==> config.mk <==
export PLATFORM = sky130hd
export DESIGN_NAME = bp_top
export DESIGN_NICKNAME = d
export VERILOG_FILES = /design/src/bp_pkg.sv /design/src/bp_wr_if.sv /design/src/bp_top.sv /design/src/bp_byte_emit.sv /design/src/bp_bit_fifo.sv /design/src/bp_cmd_decode.sv
export VERILOG_INCLUDE_DIRS = /design/src
export SDC_FILE = /design/constraint.sdc
export NUM_CORES = 1
export LEC_CHECK = 0
export BUFFER_PORTS_ARGS = -buffer_cell sky130_fd_sc_hd__buf_2
export CORE_ASPECT_RATIO = 1.4
export CORE_MARGIN = 8
export CORE_UTILIZATION = 55
export CTS_BUF_LIST = sky130_fd_sc_hd__clkbuf_8
export DETAILED_ROUTE_END_ITERATION = 8
export HOLD_SLACK_MARGIN = 0.02
export PLACE_DENSITY = 0.84
export SLEW_MARGIN = 10
export SYNTH_ARGS = -nofsm -noshare
export SYNTH_HDL_FRONTEND = slang
export SYNTH_SLANG_ARGS = --single-unit
export TNS_END_PERCENT = 50
==> constraint.sdc <==
create_clock -name clk_i -period 4.4 [get_ports clk_i]
set_input_delay 0.44 -clock clk_i [delete_from_list [all_inputs] [get_ports clk_i]]
set_output_delay 0.44 -clock clk_i [all_outputs]
set_load 0.005 [all_outputs]
==> src/bp_defines.svh <==
`ifndef BP_DEFINES_SVH
`define BP_DEFINES_SVH

// widest single push, in bits
`define BP_DATA_W 16

// bit capacity of the packing register
`define BP_REG_W 32

// output byte and fifo read width
`define BP_BYTE_W 8

// command buffer entries, also the upstream credit count
`define BP_CMD_DEPTH 2

// byte credits held after reset
`define BP_OUT_CREDITS 4

// width field of a command, holds 0 to BP_DATA_W
`define BP_WIDTH_W ($clog2(`BP_DATA_W) + 1)

// level fields, hold 0 to BP_REG_W
`define BP_LVL_W ($clog2(`BP_REG_W) + 1)

`endif
==> src/bp_pkg.sv <==
`default_nettype none

`include "bp_defines.svh"

package bp_pkg;

   // command opcodes
   typedef enum logic {
      OP_PUSH  = 1'b0,
      OP_FLUSH = 1'b1
   } bp_op_e;

   // data is left aligned, the MSB goes out first
   typedef struct packed {
      bp_op_e                 op;
      logic [`BP_WIDTH_W-1:0] width;
      logic [`BP_DATA_W-1:0]  data;
   } bp_cmd_t;

   typedef logic [`BP_BYTE_W-1:0] bp_byte_t;

endpackage

`default_nettype wire

==> src/bp_wr_if.sv <==
`timescale 1ns/10ps
`default_nettype none

`include "bp_defines.svh"

interface bp_wr_if;

   logic                   write;
   logic [`BP_WIDTH_W-1:0] wwidth;
   logic [`BP_DATA_W-1:0]  wdata;
   // free bits left in the fifo register
   logic [`BP_LVL_W-1:0]   wlevel;

   modport decode (
      output write, wwidth, wdata,
      input  wlevel
   );

   modport fifo (
      input  write, wwidth, wdata,
      output wlevel
   );

endinterface

`default_nettype wire

==> src/bp_top.sv <==
`timescale 1ns/10ps
`default_nettype none

`include "bp_defines.svh"

module bp_top import bp_pkg::*; (
   input  logic                   clk_i,
   input  logic                   arst_n_i,

   // command side
   input  logic                   cmd_valid_i,
   input  bp_op_e                 cmd_op_i,
   input  logic [`BP_WIDTH_W-1:0] cmd_width_i,
   input  logic [`BP_DATA_W-1:0]  cmd_data_i,
   output logic                   cmd_credit_o,

   // byte side
   output logic                   byte_valid_o,
   output bp_byte_t               byte_data_o,
   input  logic                   byte_credit_i
);

   bp_cmd_t              cmd;
   logic                 read;
   bp_byte_t             rdata;
   logic [`BP_LVL_W-1:0] rlevel;

   assign cmd = '{op: cmd_op_i, width: cmd_width_i, data: cmd_data_i};

   bp_wr_if u_wr_if ();

   bp_cmd_decode u_decode (
      .clk_i       (clk_i),
      .arst_n_i    (arst_n_i),
      .cmd_valid_i (cmd_valid_i),
      .cmd_i       (cmd),
      .cmd_credit_o(cmd_credit_o),
      .wr_o        (u_wr_if.decode)
   );

   bp_bit_fifo u_fifo (
      .clk_i   (clk_i),
      .arst_n_i(arst_n_i),
      .wr_i    (u_wr_if.fifo),
      .read_i  (read),
      .rdata_o (rdata),
      .rlevel_o(rlevel)
   );

   bp_byte_emit u_emit (
      .clk_i        (clk_i),
      .arst_n_i     (arst_n_i),
      .rlevel_i     (rlevel),
      .rdata_i      (rdata),
      .read_o       (read),
      .byte_credit_i(byte_credit_i),
      .byte_valid_o (byte_valid_o),
      .byte_data_o  (byte_data_o)
   );

endmodule

`default_nettype wire

==> src/bp_byte_emit.sv <==
`timescale 1ns/10ps
`default_nettype none

`include "bp_defines.svh"

module bp_byte_emit import bp_pkg::*; (
   input  logic                 clk_i,
   input  logic                 arst_n_i,
   input  logic [`BP_LVL_W-1:0] rlevel_i,
   input  bp_byte_t             rdata_i,
   output logic                 read_o,
   input  logic                 byte_credit_i,
   output logic                 byte_valid_o,
   output bp_byte_t             byte_data_o
);

   localparam int LVL_W = `BP_LVL_W;
   localparam int CRD_W = $clog2(`BP_OUT_CREDITS + 1);

   // free slots on the consumer side
   logic [CRD_W-1:0] credits_q;

   // a full byte and a slot to send it into
   assign read_o = (rlevel_i >= LVL_W'(`BP_BYTE_W)) && (credits_q != '0);

   always_ff @(posedge clk_i or negedge arst_n_i) begin
      if (!arst_n_i) begin
         credits_q    <= CRD_W'(`BP_OUT_CREDITS);
         byte_valid_o <= 1'b0;
      end else begin
         byte_valid_o <= read_o;
         // send and return in one cycle cancel out
         case ({read_o, byte_credit_i})
            2'b10:   credits_q <= credits_q - 1'b1;
            2'b01:   credits_q <= credits_q + 1'b1;
            default: credits_q <= credits_q;
         endcase
      end
   end

   always_ff @(posedge clk_i) begin
      if (read_o) begin
         byte_data_o <= rdata_i;
      end
   end

endmodule

`default_nettype wire

==> src/bp_bit_fifo.sv <==
`timescale 1ns/10ps
`default_nettype none

`include "bp_defines.svh"

module bp_bit_fifo import bp_pkg::*; (
   input  logic                 clk_i,
   input  logic                 arst_n_i,
   bp_wr_if.fifo                wr_i,
   input  logic                 read_i,
   output bp_byte_t             rdata_o,
   output logic [`BP_LVL_W-1:0] rlevel_o
);

   localparam int REG_W  = `BP_REG_W;
   localparam int DATA_W = `BP_DATA_W;
   localparam int BYTE_W = `BP_BYTE_W;
   localparam int LVL_W  = `BP_LVL_W;

   // occupied bits sit at the top of data_q
   logic [REG_W-1:0]  data_q;
   logic [REG_W-1:0]  data_shift;
   logic [REG_W-1:0]  data_nxt;
   logic [LVL_W-1:0]  level_q;
   logic [LVL_W-1:0]  level_shift;
   logic [LVL_W-1:0]  level_nxt;
   logic [DATA_W-1:0] wmask;
   logic [DATA_W-1:0] wbits;

   assign wr_i.wlevel = LVL_W'(REG_W) - level_q;
   assign rlevel_o    = level_q;
   assign rdata_o     = data_q[REG_W-1 -: BYTE_W];

   // keep only the top wwidth bits of the write data
   assign wmask = ~({DATA_W{1'b1}} >> wr_i.wwidth);
   assign wbits = wr_i.wdata & wmask;

   always_comb begin
      data_shift  = data_q;
      level_shift = level_q;
      if (read_i) begin
         data_shift  = data_q << BYTE_W;
         level_shift = level_q - LVL_W'(BYTE_W);
      end

      // new bits land right below what is left after the read
      data_nxt  = data_shift;
      level_nxt = level_shift;
      if (wr_i.write) begin
         data_nxt  = data_shift | ({wbits, {(REG_W - DATA_W){1'b0}}} >> level_shift);
         level_nxt = level_shift + LVL_W'(wr_i.wwidth);
      end
   end

   always_ff @(posedge clk_i or negedge arst_n_i) begin
      if (!arst_n_i) begin
         data_q  <= '0;
         level_q <= '0;
      end else begin
         data_q  <= data_nxt;
         level_q <= level_nxt;
      end
   end

endmodule

`default_nettype wire

==> src/bp_cmd_decode.sv <==
`timescale 1ns/10ps
`default_nettype none

`include "bp_defines.svh"

module bp_cmd_decode import bp_pkg::*; (
   input  logic    clk_i,
   input  logic    arst_n_i,
   input  logic    cmd_valid_i,
   input  bp_cmd_t cmd_i,
   output logic    cmd_credit_o,
   bp_wr_if.decode wr_o
);

   localparam int DEPTH    = `BP_CMD_DEPTH;
   localparam int PTR_W    = $clog2(DEPTH);
   localparam int CNT_W    = $clog2(DEPTH + 1);
   localparam int WID_W    = `BP_WIDTH_W;
   localparam int LVL_W    = `BP_LVL_W;
   localparam int BYTE_LSB = $clog2(`BP_BYTE_W);

   bp_cmd_t          buf_q [DEPTH];
   logic [PTR_W-1:0] wr_ptr_q;
   logic [PTR_W-1:0] rd_ptr_q;
   logic [CNT_W-1:0] count_q;

   bp_cmd_t          head;
   logic             head_valid;
   logic [WID_W-1:0] pad_width;
   logic             pop;

   function automatic logic [PTR_W-1:0] next_ptr(input logic [PTR_W-1:0] ptr);
      if (ptr == PTR_W'(DEPTH - 1)) begin
         return '0;
      end
      return ptr + 1'b1;
   endfunction

   assign head       = buf_q[rd_ptr_q];
   assign head_valid = (count_q != '0);

   // bits still missing to the next byte boundary
   assign pad_width = WID_W'(wr_o.wlevel[BYTE_LSB-1:0]);

   always_comb begin
      wr_o.write  = 1'b0;
      wr_o.wwidth = head.width;
      wr_o.wdata  = head.data;
      pop         = 1'b0;
      if (head_valid) begin
         case (head.op)
            OP_PUSH: begin
               // hold the push until all of it fits
               if (LVL_W'(head.width) <= wr_o.wlevel) begin
                  pop        = 1'b1;
                  wr_o.write = (head.width != '0);
               end
            end
            OP_FLUSH: begin
               // pad always fits, so a flush never waits
               pop         = 1'b1;
               wr_o.write  = (pad_width != '0);
               wr_o.wwidth = pad_width;
               wr_o.wdata  = '0;
            end
         endcase
      end
   end

   always_ff @(posedge clk_i or negedge arst_n_i) begin
      if (!arst_n_i) begin
         wr_ptr_q     <= '0;
         rd_ptr_q     <= '0;
         count_q      <= '0;
         cmd_credit_o <= 1'b0;
      end else begin
         cmd_credit_o <= pop;
         if (cmd_valid_i) begin
            wr_ptr_q <= next_ptr(wr_ptr_q);
         end
         if (pop) begin
            rd_ptr_q <= next_ptr(rd_ptr_q);
         end
         count_q <= count_q + CNT_W'(cmd_valid_i) - CNT_W'(pop);
      end
   end

   // upstream credits keep the buffer from overflowing
   always_ff @(posedge clk_i) begin
      if (cmd_valid_i) begin
         buf_q[wr_ptr_q] <= cmd_i;
      end
   end

endmodule

`default_nettype wire

==> results.toml <==
[status]
status = "finished clean"

[critical_path]
crit_top_cell = "ha_1"
worstPathArrival_ps = 3970
path_buf_inv = 3
rr_worst_depth = 13
reg2reg_slack_ps = 730
cpPeakStageDelay_ps = 730
critical_path.endpoint = "u_decode.count_q[1]"
rr_endpoint = "u_decode.count_q[1]"
worst_path_max_delay_cell = "a2111oi_2"
critPathTopFamily = "adder cells"
startpoint_type = "flop"
critPathKind = "flop to flop"
cp.depth = 13
cp-startpoint = "u_fifo.rlevel_o[0]"
crit_chain = "inv_1 -> ha_1 -> inv_1 -> ha_1 -> a21oi_1 -> maj3_1 -> a2111oi_2 -> a21oi_1 -> ha_1 -> inv_1 -> ha_1 -> xnor2_1 -> xnor2_1"
reg2reg_from = "u_fifo.rlevel_o[0]"
cp.required_ps = 4700
cp-end-kind = "flop"
cp_max_fo = 8

[cts]
htreeDepth = 3
clk-insertion-delay-late_ps = 380
clock_sinks = 99
cts_root_buf = "clkbuf_8"
clkTransAtPathRegs_ps = 90
tritoncts = "yes"
cts_resized = 0
postCtsSetupBuffers = 0
ctsHoldBuffers = 0
cts_buffers = 9
clock_path_buffers = 2

[global_route]
grt_pass1_vias = 4994
antenna_found_initial = 0
grt_pass1_wl_um = 25200
grt_max_degree = 48
track_usage = 0.216
grt_overflow = 0

[yosys]
ys_ff_latch = 99
synth_top_family_by_area = "compound AO/OA/AOI/OAI gates"
synthFlopType = "edfxtp_1"
synth-edff-count = 52
yosysWarnings = 0
syn_avg_cell_area_um2 = 10.0
synth-simple-area-share = 0.150
muxShareOfSynthArea = 0.0772
syn_inst = 599
seq_area_frac_synth = 0.455
syn_nets = 643
synth_fa_ha_area_frac = 0.0416
synthesis.area_mm2 = 0.00601
synthXorXnorAreaFrac = 0.0233
ys_types = 80
synth-async-reset-ratio = 0.475
synth_compound_area_frac = 0.211

[die]
rows = 45
dieHeight_um = 140
core_area_mm2 = 0.0108
die_w_um = 104
initial_core_util = 0.559
ios = 36
dieArea_mm2 = 0.0146

[sta]
finalClockSkew_ps = 10.9
max_freq_mhz = 272
maxSlewViolCount = 0
slew-limit-headroom = 0.288
setup-violations-final = 0
min_period_ps = 3670
rsz0062_at_grt = "false"
fin_crit_sh = 0.835
worst_pin_slew_ps = 1060
final_hold_viol_count = 0
fin_tns_setup_ps = 0

[layout]
drive_gt1_frac = 0.153
nFillCells = 955
layout_commonest_cell = "nor2_1"
fin_cells = 770
final_cell_mix = "nor2_1 (77), edfxtp_1 (52), dfrtp_1 (46)"
antenna_cells = 0
final_util = 0.604
area_delta_synth_final_pct = 7.93
fin_nets = 668

[detailed_routing]
ant_nets = 0
routed_wl_um = 15800
wl_per_cell_um = 20.5
drcViolationCount = 0
vias_per_cell = 6.52
first_pass_iters = 5
vias = 5023
drt-initial-drc-count = 425

[hold_path]
hp-class = "input port to asynchronous set/reset pin"

[place]
io_buffers = 35
dp.cells = 754
gp_congestion = 0.986
hpwlAfterDp_um = 12300

[job]
maxCapViolations = 0
==> worst min path at each step <==
stage / end / startpoint / cells after the start / slack, ps
floorplan: u_decode.cmd_credit_o / arst_n_i / 0 / 140
global placement: u_emit.byte_data_o[5] / u_fifo.data_q[29] / 0 / 430
detailed placement: u_emit.byte_data_o[2] / u_fifo.data_q[26] / 0 / 440
CTS: u_emit.credits_q[0] / arst_n_i / 2 / 180
global route: u_emit.credits_q[0] / arst_n_i / 2 / 200
finish: u_fifo.rlevel_o[2] / arst_n_i / 2 / 150
==> metrics by stage <==
step           hold WS, ps  setup WS, ps  area (um2)
2_1_floorplan          144           769        6010
3_3_place_gp           430           943        6320
3_5_place_dp           436           755        6320
4_1_cts                175           750        6490
5_1_grt                203           551        6490
6_report               154           725        6490
==> sequential cells by signal, summed over array words and instances (netlist names) <==
signal,cells
u_decode.buf_q,44
u_fifo.data_q,32
u_emit.byte_data_o,8
u_fifo.rlevel_o,6
u_emit.credits_q,3
u_decode.count_q,2
u_decode.cmd_credit_o,1
u_decode.rd_ptr_q,1
u_decode.wr_ptr_q,1
u_emit.byte_valid_o,1
==> per-layer routing <==
metal,track usage,vias up,wire length [um]
li1,-,2312,-
met1,0.224,2428,5820
met2,0.393,222,8460
met3,0.0402,61,773
met5,0,-,0
met4,0.129,0,743
==> cells in the mapped netlist (8+ instances only) <==
library cell  instances  area share
clkbuf_1             24       0.015
dfrtp_1              46        0.19
nand2_1              44       0.027
o31ai_1               9       0.011
a211oi_1              8       0.010
o211ai_1              9       0.011
nor3_1               17       0.014
xnor2_1              10       0.015
inv_1                18       0.011
ha_1                 16       0.033
and2_1                8      0.0083
nand3_1               8      0.0067
edfxtp_1             52        0.26
a21oi_1              27       0.022
nor2_1               77       0.048
o22ai_1              14       0.015
mux2i_1              20       0.033
mux2_2               13       0.024
o21ai_0              25       0.021
==> area by class of cell <==
type | count | area, um2 | share of cell area
Timing Repair Buffer | 50 | 288 | 0.0443
Clock inverter | 7 | 45.0 | 0.00694
Tap cell | 141 | 176 | 0.0272
Multi-Input combinational cell | 441 | 3030 | 0.466
Clock buffer | 9 | 124 | 0.0191
Sequential cell | 99 | 2740 | 0.422
Inverter | 23 | 91.3 | 0.0141
==> worst reg2reg max path, stage by stage (launching register included) <==
cell       delay [ps]
dfrtp_1           410
inv_1             170
ha_1              320
inv_1              60
ha_1              300
a21oi_1            70
maj3_1            380
a2111oi_2         730
a21oi_1           290
ha_1              360
inv_1              40
ha_1              180
xnor2_1           170
xnor2_1           130
==> cells by family (layout without fill, tap and decap cells) <==
logic type,count (synthesis),after routing
DFF,99,99
xor gates and xnor gates,16,16
and+or+nand+nor,193,193
buffers and inverters,59,89
AOI/OAI and AO/OA,174,174
muxes,39,39
adders and majority gates,19,19
Power is left out: the tool's default activity adds up to more than one toggle a clock period on the data nets, which glitch-free logic cannot reach.
